===== src/ledkey_pkg.sv =====
package ledkey_pkg;

	localparam int HALF_BIT   = 2;   // cycles per serial clock phase
	localparam int WAIT_UNIT  = 40;  // cycles per script wait unit
	localparam int FIFO_DEPTH = 8;
	localparam int PTR_W      = $clog2(FIFO_DEPTH);

	localparam logic [7:0] ADDR_BASE  = 8'hC0;  // display address 0
	localparam logic [7:0] MODE_AUTO  = 8'h40;  // write, auto increment
	localparam logic [7:0] MODE_FIXED = 8'h44;  // write, fixed address
	localparam logic [7:0] MODE_READ  = 8'h42;  // key scan read

	// start-up script content
	localparam logic [7:0]  DISPLAY_ON    = 8'h88;
	localparam logic [63:0] INIT_TEXT     = "kill bit";
	localparam logic [3:0]  INIT_LED_IDX  = 4'd7;
	localparam logic [7:0]  INIT_LED_MASK = 8'b1100_1111;

	// the last two sequencer steps form the idle loop
	localparam logic [2:0] STEP_MODE  = 3'd0;
	localparam logic [2:0] STEP_CLEAR = 3'd1;
	localparam logic [2:0] STEP_ON    = 3'd2;
	localparam logic [2:0] STEP_TEXT  = 3'd3;
	localparam logic [2:0] STEP_LED   = 3'd4;
	localparam logic [2:0] STEP_MASK  = 3'd5;
	localparam logic [2:0] STEP_LOOP  = 3'd6;
	localparam logic [2:0] STEP_READ  = 3'd7;

	localparam logic [1:0] SEQ_SEND = 2'd0;  // handshake words out
	localparam logic [1:0] SEQ_WAIT = 2'd1;  // count idle cycles
	localparam logic [1:0] SEQ_READ = 2'd2;  // wait for key result

	localparam logic [2:0] SER_IDLE  = 3'd0;
	localparam logic [2:0] SER_LOAD  = 3'd1;
	localparam logic [2:0] SER_START = 3'd2;  // strobe low, clock still high
	localparam logic [2:0] SER_LOW   = 3'd3;
	localparam logic [2:0] SER_HIGH  = 3'd4;
	localparam logic [2:0] SER_GAP   = 3'd5;  // strobe high between frames

	typedef enum logic [2:0] {
		OP_CMD,    // single byte frame
		OP_OPEN,   // first byte, frame stays open
		OP_MORE,
		OP_CLOSE,  // last byte, frame ends
		OP_SEG,
		OP_LED,
		OP_READ
	} op_e;

	typedef union packed {
		struct packed {
			logic [3:0] pad;
			logic [7:0] data;
		} raw;
		struct packed {
			logic [3:0] idx;    // digit or LED number
			logic [7:0] value;
		} indexed;
	} payload_u;

	typedef struct packed {
		op_e      op;
		payload_u payload;
	} cmd_word_t;

	function automatic logic [7:0] glyph(input logic [7:0] c);
		case (c)
			"0": glyph = 8'h3F;
			"1": glyph = 8'h06;
			"2": glyph = 8'h5B;
			"3": glyph = 8'h4F;
			"4": glyph = 8'h66;
			"5": glyph = 8'h6D;
			"6": glyph = 8'h7D;
			"7": glyph = 8'h07;
			"8": glyph = 8'h7F;
			"9": glyph = 8'h6F;
			"a": glyph = 8'h5F;
			"b": glyph = 8'h7C;
			"c": glyph = 8'h58;
			"d": glyph = 8'h5E;
			"e": glyph = 8'h79;
			"f": glyph = 8'h71;
			"g": glyph = 8'h3D;
			"h": glyph = 8'h74;
			"i": glyph = 8'h11;
			"j": glyph = 8'h0D;
			"k": glyph = 8'h75;
			"l": glyph = 8'h38;
			"n": glyph = 8'h54;
			"o": glyph = 8'h5C;
			"p": glyph = 8'h73;
			"r": glyph = 8'h50;
			"s": glyph = 8'h2D;
			"t": glyph = 8'h78;
			"u": glyph = 8'h1C;
			"y": glyph = 8'h6E;
			" ": glyph = 8'h00;
			"-": glyph = 8'h40;
			"_": glyph = 8'h08;
			default: glyph = 8'h80;  // decimal point marks unknown
		endcase
	endfunction

endpackage


===== src/ledkey_sequencer.sv =====
`timescale 1ns/10ps

module ledkey_sequencer import ledkey_pkg::*; (
	input  logic       i_clk,
	input  logic       rst_n,
	output logic       o_req,
	input  logic       i_ack,
	output cmd_word_t  o_word,
	input  logic       i_eng_idle,
	input  logic       i_btn_valid,
	input  logic [7:0] i_btn_state
);

	logic [1:0] state;
	logic [2:0] step;
	logic [4:0] sub;          // word number inside the step
	logic [2:0] led_pos;      // lit LED of the idle loop
	logic       btn_any;      // some key held at the last read
	logic [7:0] wait_cnt;
	logic [4:0] last_sub;
	logic [1:0] wait_units;
	logic [7:0] wait_cycles;
	logic [7:0] burst_byte;
	logic       drained;

	// address first, then zeros or glyph/zero pairs
	always_comb begin
		if (sub == 5'd0)
			burst_byte = ADDR_BASE;
		else if (step == STEP_TEXT && sub[0])
			burst_byte = glyph(INIT_TEXT[{~sub[3:1], 3'b000} +: 8]);
		else
			burst_byte = 8'h00;
	end

	always_comb begin
		o_word = '0;
		last_sub = 5'd0;
		wait_units = 2'd0;
		case (step)
			STEP_MODE: begin
				o_word.op = OP_CMD;
				o_word.payload.raw.data = MODE_AUTO;
			end
			STEP_CLEAR, STEP_TEXT: begin
				o_word.op = (sub == 5'd0) ? OP_OPEN : (sub == 5'd16) ? OP_CLOSE : OP_MORE;
				o_word.payload.raw.data = burst_byte;
				last_sub = 5'd16;
				wait_units = (step == STEP_TEXT) ? 2'd2 : 2'd0;
			end
			STEP_ON: begin
				o_word.op = OP_CMD;
				o_word.payload.raw.data = DISPLAY_ON;
				wait_units = 2'd1;
			end
			STEP_LED: begin
				o_word.op = OP_LED;
				o_word.payload.indexed.idx = INIT_LED_IDX;
				o_word.payload.indexed.value = 8'h01;
				wait_units = 2'd1;
			end
			STEP_MASK: begin
				o_word.op = OP_LED;
				o_word.payload.indexed.idx = sub[3:0];
				o_word.payload.indexed.value = {7'b0, INIT_LED_MASK[sub[2:0]]};
				last_sub = 5'd7;
				wait_units = 2'd1;
			end
			STEP_LOOP: begin
				o_word.op = OP_LED;
				o_word.payload.indexed.idx = sub[3:0];
				o_word.payload.indexed.value = {7'b0, sub[2:0] == led_pos};
				last_sub = 5'd7;
				wait_units = btn_any ? 2'd2 : 2'd1;  // linger while a key is held
			end
			default: begin
				o_word.op = OP_READ;
			end
		endcase
	end

	assign wait_cycles = 8'(wait_units * WAIT_UNIT);
	assign drained = !o_req && !i_ack && i_eng_idle;  // nothing queued or on the bus

	always_ff @(posedge i_clk) begin
		if (!rst_n) begin
			state <= SEQ_SEND;
			step <= STEP_MODE;
			sub <= 5'd0;
			led_pos <= 3'd0;
			btn_any <= 1'b0;
			wait_cnt <= 8'd0;
			o_req <= 1'b0;
		end else begin
			case (state)
				SEQ_SEND: begin
					if (!o_req && !i_ack) begin
						o_req <= 1'b1;
					end else if (o_req && i_ack) begin
						o_req <= 1'b0;
						if (sub != last_sub) begin
							sub <= sub + 5'd1;
						end else begin
							sub <= 5'd0;
							if (step == STEP_READ) begin
								state <= SEQ_READ;
							end else if (wait_units == 2'd0) begin
								step <= step + 3'd1;  // straight on keeps the FIFO busy
							end else begin
								wait_cnt <= 8'd0;
								state <= SEQ_WAIT;
							end
						end
					end
				end
				SEQ_WAIT: begin
					if (!drained) begin
						wait_cnt <= 8'd0;  // restart until the bus is quiet
					end else if (wait_cnt == wait_cycles) begin
						step <= step + 3'd1;
						state <= SEQ_SEND;
					end else begin
						wait_cnt <= wait_cnt + 8'd1;
					end
				end
				SEQ_READ: begin
					if (i_btn_valid) begin
						btn_any <= |i_btn_state;
						led_pos <= led_pos + 3'd1;  // wraps 7 -> 0
						step <= STEP_LOOP;
						state <= SEQ_SEND;
					end
				end
				default: begin
					state <= SEQ_SEND;
				end
			endcase
		end
	end

endmodule


===== src/cmd_fifo.sv =====
`timescale 1ns/10ps

module cmd_fifo import ledkey_pkg::*; (
	input  logic      i_clk,
	input  logic      rst_n,
	input  logic      i_req,
	output logic      o_ack,
	input  cmd_word_t i_word,
	output logic      o_req,
	input  logic      i_ack,
	output cmd_word_t o_word
);

	cmd_word_t        mem [FIFO_DEPTH];
	logic [PTR_W-1:0] wr_ptr;
	logic [PTR_W-1:0] rd_ptr;
	logic [PTR_W:0]   count;
	logic             full;
	logic             push;
	logic             pop;

	assign full = (count == (PTR_W+1)'(FIFO_DEPTH));
	assign push = i_req && !o_ack && !full;  // new word from the sequencer
	assign pop  = o_req && i_ack;            // engine has taken the head

	assign o_word = mem[rd_ptr];  // stable while o_req is high

	always_ff @(posedge i_clk) begin
		if (push)
			mem[wr_ptr] <= i_word;
	end

	// write side handshake
	always_ff @(posedge i_clk) begin
		if (!rst_n) begin
			o_ack <= 1'b0;
			wr_ptr <= '0;
		end else if (push) begin
			o_ack <= 1'b1;
			wr_ptr <= wr_ptr + 1'b1;
		end else if (o_ack && !i_req) begin
			o_ack <= 1'b0;
		end
	end

	// read side handshake
	always_ff @(posedge i_clk) begin
		if (!rst_n) begin
			o_req <= 1'b0;
			rd_ptr <= '0;
		end else if (pop) begin
			o_req <= 1'b0;
			rd_ptr <= rd_ptr + 1'b1;
		end else if (!o_req && !i_ack && count != '0) begin
			o_req <= 1'b1;
		end
	end

	always_ff @(posedge i_clk) begin
		if (!rst_n)
			count <= '0;
		else if (push && !pop)
			count <= count + 1'b1;
		else if (pop && !push)
			count <= count - 1'b1;
	end

endmodule


===== src/tm1638_serial.sv =====
`timescale 1ns/10ps

module tm1638_serial import ledkey_pkg::*; (
	input  logic       i_clk,
	input  logic       rst_n,
	input  logic       i_req,
	output logic       o_ack,
	input  cmd_word_t  i_word,
	output logic       o_idle,
	output logic       o_stb,
	output logic       o_clk,
	output logic       o_dio,
	output logic       o_dio_oe,
	input  logic       i_dio,
	output logic       o_btn_valid,
	output logic [7:0] o_btn_state
);

	logic [2:0] state;
	cmd_word_t  word_r;
	logic [2:0] pos;       // byte slot inside the word
	logic [2:0] bit_cnt;
	logic [2:0] tmr;       // half bit and gap timer
	logic [7:0] sh;        // tx or rx shifter, LSB first
	logic [7:0] btn_acc;
	logic [7:0] btn_next;
	logic [1:0] rx_idx;
	logic [7:0] led_addr;
	logic [7:0] slot_byte;
	logic       slot_rx;
	logic       slot_end;  // strobe rises after this slot
	logic       slot_last;
	logic       half_done;

	assign led_addr = ADDR_BASE + {3'b000, word_r.payload.indexed.idx, 1'b0}
		+ {7'b0, word_r.op == OP_LED};  // LEDs sit on the odd addresses

	// byte slots of each op
	always_comb begin
		slot_byte = word_r.payload.raw.data;
		slot_rx = 1'b0;
		slot_end = 1'b0;
		slot_last = 1'b1;
		case (word_r.op)
			OP_OPEN, OP_MORE: begin
				slot_end = 1'b0;
			end
			OP_SEG, OP_LED: begin
				slot_last = (pos == 3'd2);
				slot_end = (pos != 3'd1);
				if (pos == 3'd0)
					slot_byte = MODE_FIXED;
				else if (pos == 3'd1)
					slot_byte = led_addr;
				else if (word_r.op == OP_LED)
					slot_byte = {7'b0, word_r.payload.indexed.value[0]};
				else
					slot_byte = word_r.payload.indexed.value;
			end
			OP_READ: begin
				slot_byte = MODE_READ;
				slot_rx = (pos != 3'd0);
				slot_last = (pos == 3'd4);
				slot_end = (pos == 3'd4);
			end
			default: begin
				slot_end = 1'b1;  // OP_CMD and OP_CLOSE
			end
		endcase
	end

	// read byte k holds keys k and k+4
	assign rx_idx = 2'(pos - 3'd1);
	always_comb begin
		btn_next = btn_acc;
		btn_next[{1'b0, rx_idx}] = sh[0];
		btn_next[{1'b1, rx_idx}] = sh[4];
	end

	assign half_done = (tmr == 3'(HALF_BIT - 1));
	assign o_idle = (state == SER_IDLE) && !o_ack;
	assign o_dio = sh[0];

	always_ff @(posedge i_clk) begin
		if (!rst_n) begin
			state <= SER_IDLE;
			o_ack <= 1'b0;
			o_stb <= 1'b1;
			o_clk <= 1'b1;
			o_dio_oe <= 1'b0;
			o_btn_valid <= 1'b0;
			o_btn_state <= 8'h00;
			pos <= 3'd0;
			bit_cnt <= 3'd0;
			tmr <= 3'd0;
		end else begin
			o_btn_valid <= 1'b0;
			if (o_ack && !i_req)
				o_ack <= 1'b0;
			case (state)
				SER_IDLE: begin
					if (i_req && !o_ack) begin
						word_r <= i_word;
						o_ack <= 1'b1;
						pos <= 3'd0;
						state <= SER_LOAD;
					end
				end
				SER_LOAD: begin
					sh <= slot_rx ? 8'h00 : slot_byte;
					o_dio_oe <= !slot_rx;  // release the line for key data
					bit_cnt <= 3'd0;
					tmr <= 3'd0;
					if (o_stb) begin
						o_stb <= 1'b0;
						state <= SER_START;
					end else begin
						o_clk <= 1'b0;  // frame already open
						state <= SER_LOW;
					end
				end
				SER_START: begin
					tmr <= tmr + 3'd1;
					if (half_done) begin
						tmr <= 3'd0;
						o_clk <= 1'b0;
						state <= SER_LOW;
					end
				end
				SER_LOW: begin
					tmr <= tmr + 3'd1;
					if (half_done) begin
						tmr <= 3'd0;
						o_clk <= 1'b1;
						state <= SER_HIGH;
						if (slot_rx)
							sh <= {i_dio, sh[7:1]};  // sample at the rising edge
					end
				end
				SER_HIGH: begin
					tmr <= tmr + 3'd1;
					if (half_done) begin
						tmr <= 3'd0;
						if (bit_cnt != 3'd7) begin
							bit_cnt <= bit_cnt + 3'd1;
							o_clk <= 1'b0;
							state <= SER_LOW;
							if (!slot_rx)
								sh <= {1'b0, sh[7:1]};
						end else begin
							if (slot_rx) begin
								btn_acc <= btn_next;
								if (slot_last) begin
									o_btn_state <= btn_next;
									o_btn_valid <= 1'b1;
								end
							end
							if (slot_end) begin
								o_stb <= 1'b1;
								state <= SER_GAP;
							end else if (slot_last) begin
								state <= SER_IDLE;  // strobe stays low for the next word
							end else begin
								pos <= pos + 3'd1;
								state <= SER_LOAD;
							end
						end
					end
				end
				SER_GAP: begin
					tmr <= tmr + 3'd1;
					if (tmr == 3'(2 * HALF_BIT - 1)) begin
						tmr <= 3'd0;
						if (slot_last) begin
							state <= SER_IDLE;
						end else begin
							pos <= pos + 3'd1;
							state <= SER_LOAD;
						end
					end
				end
				default: begin
					state <= SER_IDLE;
				end
			endcase
		end
	end

endmodule


===== src/ledkey_top.sv =====
`timescale 1ns/10ps

module ledkey_top import ledkey_pkg::*; (
	input  logic       i_clk,
	input  logic       rst_n,
	output logic       o_tm_stb,
	output logic       o_tm_clk,
	output logic       o_tm_dio,
	output logic       o_tm_dio_oe,
	input  logic       i_tm_dio,
	output logic [7:0] o_btn_state
);

	logic       seq_req;
	logic       seq_ack;
	cmd_word_t  seq_word;
	logic       fifo_req;
	logic       fifo_ack;
	cmd_word_t  fifo_word;
	logic       eng_idle;
	logic       btn_valid;
	logic [7:0] btn_state;

	assign o_btn_state = btn_state;

	ledkey_sequencer u_sequencer (
		.i_clk       (i_clk),
		.rst_n       (rst_n),
		.o_req       (seq_req),
		.i_ack       (seq_ack),
		.o_word      (seq_word),
		.i_eng_idle  (eng_idle),
		.i_btn_valid (btn_valid),
		.i_btn_state (btn_state)
	);

	cmd_fifo u_fifo (
		.i_clk  (i_clk),
		.rst_n  (rst_n),
		.i_req  (seq_req),
		.o_ack  (seq_ack),
		.i_word (seq_word),
		.o_req  (fifo_req),
		.i_ack  (fifo_ack),
		.o_word (fifo_word)
	);

	tm1638_serial u_serial (
		.i_clk       (i_clk),
		.rst_n       (rst_n),
		.i_req       (fifo_req),
		.o_ack       (fifo_ack),
		.i_word      (fifo_word),
		.o_idle      (eng_idle),
		.o_stb       (o_tm_stb),
		.o_clk       (o_tm_clk),
		.o_dio       (o_tm_dio),
		.o_dio_oe    (o_tm_dio_oe),  // board wrapper rebuilds the inout
		.i_dio       (i_tm_dio),
		.o_btn_valid (btn_valid),
		.o_btn_state (btn_state)
	);

endmodule


===== config.mk =====
export PLATFORM = sky130hd
export DESIGN_NAME = ledkey_top
export DESIGN_NICKNAME = d
export VERILOG_FILES = /design/src/ledkey_pkg.sv /design/src/ledkey_sequencer.sv /design/src/cmd_fifo.sv /design/src/tm1638_serial.sv /design/src/ledkey_top.sv
export SDC_FILE = /design/constraint.sdc
export NUM_CORES = 1
export LEC_CHECK = 0
export ABC_AREA = 1
export ABC_CLOCK_PERIOD_IN_PS = 2500
export BUFFER_PORTS_ARGS = -buffer_cell sky130_fd_sc_hd__buf_4
export CORE_AREA = 3 3 155 157
export DETAILED_ROUTE_END_ITERATION = 10
export DIE_AREA = 0 0 158 160
export GPL_TIMING_DRIVEN = 0
export PLACE_DENSITY_LB_ADDON = 0.1
export SETUP_SLACK_MARGIN = 0.3
export SLEW_MARGIN = 20
export SYNTH_ARGS = -nofsm -noshare
export SYNTH_HDL_FRONTEND = slang
export SYNTH_SLANG_ARGS = --single-unit

===== constraint.sdc =====
create_clock -name i_clk -period 2.5 [get_ports i_clk]
set_input_delay 0.375 -clock i_clk [delete_from_list [all_inputs] [get_ports i_clk]]
set_output_delay 0.375 -clock i_clk [all_outputs]
set_load 0.1 [all_outputs]

### After elaboration in Yosys (flattened, before gate mapping)

Memory sizes are Yosys's and may differ from the RTL's. A register that Yosys moved wholly into a read port is not among the register bits.
Index checks and enable logic that the tools add are counted.

| operators by class | value |
|---|---|
| add/sub/neg operators | 14 |
| multiply operators | 1 |
| magnitude comparators | 5 |
| eq/ne operators | 54 |
| shifts and indexed selects | 1 |
| multiplexer cells | 107 |
| bitwise logic cells | 7 |
| reductions and logical operators | 69 |

Operators with widths:

| kind | count |
|---|---|
| $mux 8 | 19 |
| $mux 3 | 28 |
| $shiftx 64x7->8 const A | 1 |
| $pmux 8 s6 | 1 |
| $pmux 3 s3 | 4 |
| $pmux 8 s2 | 2 |
| $eq 3x3->1 const B | 10 |
| $mux 1 | 25 |
| $ne 2x1->1 const B | 12 |
| $pmux 8 s3 | 1 |
| $add 3x1->3 const B | 7 |
| $eq 3x2->1 const B | 7 |
| $reduce_and 7->1 | 3 |
| $mux 2 | 10 |
| $ne 2x2->1 const B | 9 |
| $pmux 3 s6 | 1 |
| $logic_and 1x1->1 | 17 |
| $bwmux 8 | 2 |
| $eq 3x1->1 const B | 5 |
| $reduce_and 5->1 | 3 |
| $reduce_bool 3->1 | 5 |
| $pmux 2 s3 | 2 |
| $reduce_and 6->1 | 2 |
| $reduce_or 2->1 | 6 |
| 46 further kinds | 76 |

| storage, ports and cells | value |
|---|---|
| bits in registers | 76 |
| memory bits (writable) | 120 |
| ROM bits | 1032 |
| input bits | 3 |
| output and inout port bits | 12 |
| logic and storage cells | 285 |
| memories | 3 |

Memory list:

| memory | words | bits a word | rd ports | clocked after memory_dff | write ports | line | text |
|---|---|---|---|---|---|---|---|
| (no name shown) | 128 | 8 | 1 | 0 | 0 | ledkey_pkg.sv:67 | `case (c)` |
| u_fifo.mem | 8 | 15 | 1 | 1 | 1 | cmd_fifo.sv:14 | `cmd_word_t mem [FIFO_DEPTH];` |
| (no name shown) | 8 | 1 | 1 | 1 | 0 | ledkey_sequencer.sv:65 | `o_word.payload.indexed.value = {7'b0, INIT_LED_MASK[sub[2:0]]};` |

### Depth between registers and ports, before layout

| depth | value |
|---|---|
| depth in word-level cells | 10 |
| gate-level depth with buffers | 17 |
| mapped depth without buffers | 16 |

### Hierarchy

From an unflattened synthesis, not the netlist that was laid out.

| unflattened totals | value |
|---|---|
| cells, all modules | 1151 |
| area, all modules | 10516.3 µm² |

By module, submodules not included:

| module | times used | cells an instance | area each (µm²) | sequential area each (µm²) |
|---|---|---|---|---|
| cmd_fifo | 1 | 504 | 5562.8 | 3903.7 |
| tm1638_serial | 1 | 314 | 2762.6 | 1431.4 |
| ledkey_sequencer | 1 | 333 | 2190.9 | 480.5 |

### Least setup slack after synthesis

OpenSTA, ideal clock, no wires.

| timing path | value |
|---|---|
| path kind | reg2reg |
| start point | register u_sequencer.sub[1] |
| end point | memory u_fifo.mem[0][5] (netlist bit) (data pin) |
| library setup time | 0.243 ns |
| arrival | 2.064 ns |
| required time | 2.257 ns |
| slack | 0.193 ns |
| cell stages (with the launch flop) | 14 |
| buffers on the path | 1 |
| period minus slack after synthesis | 2.307 ns |
| path through | dfxtp_1 > buf_4 > inv_2 > nand2_1 > inv_1 > nor3_1 > inv_1 > ha_1 > inv_1 > nand2_1 > o21a_1 > o21ai_0 > nand3_1 > a41oi_1 |

RTL lines:

| item | line | text |
|---|---|---|
| from (decl) | ledkey_sequencer.sv:16 | `logic [4:0] sub;` |
| from (signal assigned) | ledkey_sequencer.sv:102 | `sub <= sub + 5'd1;` |
| to (decl) | cmd_fifo.sv:14 |  |

### Worst setup path in the final report

| timing path | value |
|---|---|
| start point | register u_sequencer.step[0] |
| end point | register u_sequencer.wait_cnt[4] |

| between the ends | value |
|---|---|
| cells in the longest elaborated chain, start to end | 7 |
| elaborated cells between the ends (all ways) | 22 |
| those cells by class | mul (1); eq/ne (13); mux (3); reduce/logical (5) |

RTL lines:

| item | line | text |
|---|---|---|
| from (decl) | ledkey_sequencer.sv:15 | `logic [2:0] step;` |
| from (signal assigned) | ledkey_sequencer.sv:108 | `step <= step + 3'd1;` |
| from (signal assigned) | ledkey_sequencer.sv:120 | `step <= step + 3'd1;` |
| $eq 3x2->1, or another cell as far along | ledkey_sequencer.sv:40 | `case (step)` |
| $reduce_or 3->1 (no line), or another cell as far along | - |  |
| $pmux 2 s3 | ledkey_sequencer.sv:40 |  |
| $mul 2x3->5 | ledkey_sequencer.sv:82 | `assign wait_cycles = 8'(wait_units * WAIT_UNIT);` |
| $eq 8x8->1 | ledkey_sequencer.sv:119 | `end else if (wait_cnt == wait_cycles) begin` |
| $ne 3x3->1 (no line) | - |  |
| $reduce_and 7->1 (no line) * | - |  |
| to (signal assigned) | ledkey_sequencer.sv:123 | `wait_cnt <= wait_cnt + 8'd1;` |
| to (decl) | ledkey_sequencer.sv:19 | `logic [7:0] wait_cnt;` |

Every way passes the cells marked *; elsewhere a longest branch is shown, timed or not.
A chain may end at the register's enable or synchronous reset.

==> qor.log <==
INFO  finish         nets=1207
INFO  finish         finish.instance_area=12200squm
INFO  timing         finalHoldViolations=0
INFO  routing        drt-met1-wl=11900microns
INFO  cts            h_tree_lvls=1
INFO  synthesis      postSynthCellCount=1087
INFO  die            placement_rows=55
INFO  synthesis      mappedNetlistArea=10100squm
INFO  die            core_area=22600squm
INFO  finish         area_occupied_by_multi_input_gates=4170squm
INFO  timing         timing.max_slew.rel_slack=0.461
INFO  routing        wire_per_inst=16.9microns
INFO  setup_path     slowest_stage=dfxtp_4
INFO  timing         setup_viol_count_final=0
INFO  timing         post-route-min-period=2.14ns
INFO  synthesis      ys_types=52
INFO  cts            tritoncts_clock_tree=done
INFO  setup_path     setup_cp_type=reg -> reg
INFO  synthesis      synth_async_sr_flop_share=0
INFO  worst_hold_path holdCritPathClass=in -> reg
INFO  routing        detail_route.drc_violations=0
INFO  cts            cts_buffers=24
INFO  grt            grt_start_max_net_pins=16
INFO  synthesis      ys_dominant_reg_cell=edfxtp_1
INFO  synthesis      yosys.area.top_type=edfxtp_1
INFO  routing        dr_wl_met3=975microns
INFO  power          power.ir.vdd_worst=0.495mV
INFO  die            die_y=160microns
INFO  place          detailedPlace.worstSlack=-0.373ns
INFO  routing        route.met2.wl=11400microns
INFO  cts            cts.sink_count=212
INFO  synthesis      yosys.area.top_type_share=0.447
INFO  finish         finish.cell_count_without_fillers=1465
INFO  timing         timing_worst_slew_pin_value=0.808ns
INFO  place          hpwl=17100microns
INFO  finish         area_growth_syn_to_fin=20.3%
INFO  grt            first_global_vias=7215
INFO  synthesis      synth_edf_count=151
INFO  setup_path     path_buf_inv=2
INFO  cts            clock_tree_buffer_depth=3
INFO  setup_path     path_common_cell=nand2_1
INFO  synthesis      synth_fp_nets=1132
INFO  synthesis      synth.area.top_cells=edfxtp_1 (45%), dfxtp_1 (12%), nor2_1 (7.6%)
INFO  power          powerDensity=855nW/um^2
INFO  routing        routed_wirelength=24700microns
INFO  synthesis      yosysWarningCount=0
INFO  die            initial_utilization=0.448
INFO  grt            grtUsageTotal=0.194
INFO  place          portBuffers=13
INFO  setup_path     critPathLaunchType=flop
INFO  die            die_width=158microns
INFO  routing        final_antenna_net_count=0
INFO  grt            global_route.overflow_total=0
INFO  cts            clock_insertion_delay_worst_skew=0.51ns
INFO  setup_path     slowest_delay=0.39ns
INFO  timing         post-route-period-util=0.857
INFO  finish         fillers=2032
INFO  timing         fmaxAchievable=467MHz
INFO  finish         num_antenna_cells=0
INFO  place          placed_cells=1391
INFO  cts            cts_root_buf=clkbuf_16
INFO  routing        drt_first_iter_violations=576
INFO  routing        first_pass_iters=5
INFO  finish         final_layout_size_suffix_gt1_frac=0.173
INFO  place          globalplace.congestion=0.883
INFO  setup_path     critical_path_arrival=2.51ns
INFO  die            die-area=25300squm
INFO  setup_path     end_kind=flop
INFO  die            io_pins=15
INFO  routing        top_layer=met4
INFO  place          post_dp_cell_area=10700squm
INFO  routing        drt-vias-per-instance=5.20
INFO  timing         grt_setup_unrepaired=yes
INFO  synthesis      synth.ff_latch_count=212
INFO  timing         postLayoutSetupSlackWorst=0.358ns
INFO  setup_path     crit_path_cell_trace=inv_4 > ha_4 > nand2_4 > nand2_8 > ha_4 > nor2_2 > nand2_1 > nor2_1 > nand2_1 > nand2_1 > nand3_2 > nor2_2 > nand2_2 > buf_6 > o21ai_2 > nor2_1
INFO  power          p_leak=0.00479uW
INFO  cts            clk_pin_slew_worst_paths=0.06ns
INFO  grt            number_of_antenna_violations_at_the_first_check_in_global_routing=0
INFO  setup_path     critPathTopFamily=simple AND/OR/NAND/NOR gates
INFO  run_status     run_status=complete, no violations
INFO  job            number_of_max_capacitance_violations_reported=0
INFO  timing         fin_skew=0.0121ns
INFO  finish         seqCellArea=5780squm
INFO  synthesis      synthesis.area_per_instance=9.33squm
INFO  setup_path     required=2.87ns
INFO  routing        dr_total_vias=7615
INFO  synthesis      synth_sequential_area_ratio=0.568
INFO  timing         drv_slew=0
INFO  setup_path     worst-path-max-fanout=5
INFO  grt            global_route_wire_length_before_repair=39100microns
worst min-delay path, delay by kind of cell:
kind | cells | cell delay (ns)
simple gates | 1 | 0.04
buf+inv | 1 | 0.08
compound gates | 1 | 0.07
metal layers:
layer,vias up,track usage
met2,133,0.307
met5,-,0
met3,30,0.0230
li1,3858,-
met1,3594,0.290
met4,0,0.0368
cell usage in the layout (no fill, tap or decap), types with 7 or more instances in the layout:
cell type and n:
clkbuf_1 32, nor2_4 9, ha_1 31, buf_6 11, a31oi_1 19, dfxtp_1 52, o22ai_1 17, nor3_1 7
o21ai_2 8, clkbuf_16 24, o21ai_1 8, inv_2 16, nand3_1 33, nand2_2 11, buf_4 37, ha_4 9
nand2_1 133, edfxtp_1 151, nor2_1 191, a21oi_1 49, nor2_2 11, o21ai_0 111, inv_1 97
path summary, 6_finish.rpt:
kind / start / end / slack [ns] / cells after the start
max: u_sequencer.step[0] / u_sequencer.wait_cnt[4] / 0.36 / 16
min: i_tm_dio / u_serial.sh[7] / 0.18 / 3
max reg2reg: u_sequencer.step[0] / u_sequencer.wait_cnt[4] / 0.36 / 16
min reg2reg: u_fifo.count[3] / u_fifo.o_req / 0.47 / 2
Yosys cell counts, types with 2 or more instances:
master and instances:
nor2_1 206, edfxtp_1 151, nand2_1 141, o21ai_0 116
inv_1 108, dfxtp_1 61, a21oi_1 54, ha_1 41
nand3_1 35, clkbuf_1 28, a31oi_1 21, o22ai_1 17
nor3_1 11, inv_2 9, o21ai_1 9, nand2_2 7
nand4_1 6, xor2_1 6, a21oi_2 4, a22oi_1 3
buf_4 3, nand3_2 3, nand3b_1 3, nor2_4 3
nor3b_1 3, nor4_1 3, o211ai_1 3, xnor2_1 3
a311oi_1 2, buf_6 2, clkinv_1 2, nor2_2 2
o21ai_2 2
kinds of logic (layout without fill, tap and decap cells):
family                     count (synthesis)  after routing  share of synthesized area
AOI/OAI and AO/OA                        239            239                      0.130
xor gates and xnor gates                   9              9                    0.00778
adders and majority gates                 42             42                     0.0526
buffers and inverters                    156            249                     0.0608
DFF                                      212            212                      0.568
and+or+nand+nor                          429            429                      0.181
flip-flops by register name, indices dropped and copies added (netlist names), 2 cells and up, named ones only:
register / count
u_fifo.mem: 120
u_serial.word_r: 15
u_sequencer.wait_cnt: 8
u_serial.btn_acc: 8
u_serial.o_btn_state: 8
u_serial.sh: 8
u_sequencer.sub: 5
u_fifo.count: 4
u_fifo.rd_ptr: 3
u_fifo.wr_ptr: 3
u_sequencer.led_pos: 3
u_sequencer.step: 3
u_serial.bit_cnt: 3
u_serial.pos: 3
u_serial.state: 3
u_serial.tmr: 3
u_sequencer.state: 2
metrics by stage:
stage	TNS [ns]	util	hold WS [ns]	power, uW
final	0	0.539	0.181	10400
after global routing	0	0.539	0.202	11000
after CTS	0	0.522	0.158	10300
after detailed placement	-12.55	0.473	0.462	6720
after global placement	-15.25	0.469	0.451	6640
after floorplan	0	-	0.436	6060
repair_timing:
item	in CTS	in global routing
setup endpoints to repair	100	140
setup buffers	15	14
resized for setup	57	61
pin swaps	12	29
hold buffers	0	0
endpoints found under the hold margin	0	0
gates cloned	1	0
area by class of cell:
| type | count | area share |
|---|---|---|
| buffer | 36 | 0.0154 |
| timing repair buffer | 49 | 0.0373 |
| multi-input combinational | 719 | 0.342 |
| clock buffer | 31 | 0.0522 |
| tap | 285 | 0.0292 |
| clock inverter | 13 | 0.0120 |
| sequential | 212 | 0.474 |
| inverter | 120 | 0.0382 |
where the power goes:
group | leakage, uW | switching [uW] | internal, uW
Sequential | 0.00191 | 196 | 4240
Clock | 0.000385 | 1370 | 2110
Combinational | 0.00250 | 1690 | 820
Total | 0.00479 | 3260 | 7160
Note: power is estimated with default switching activity, not from simulation.
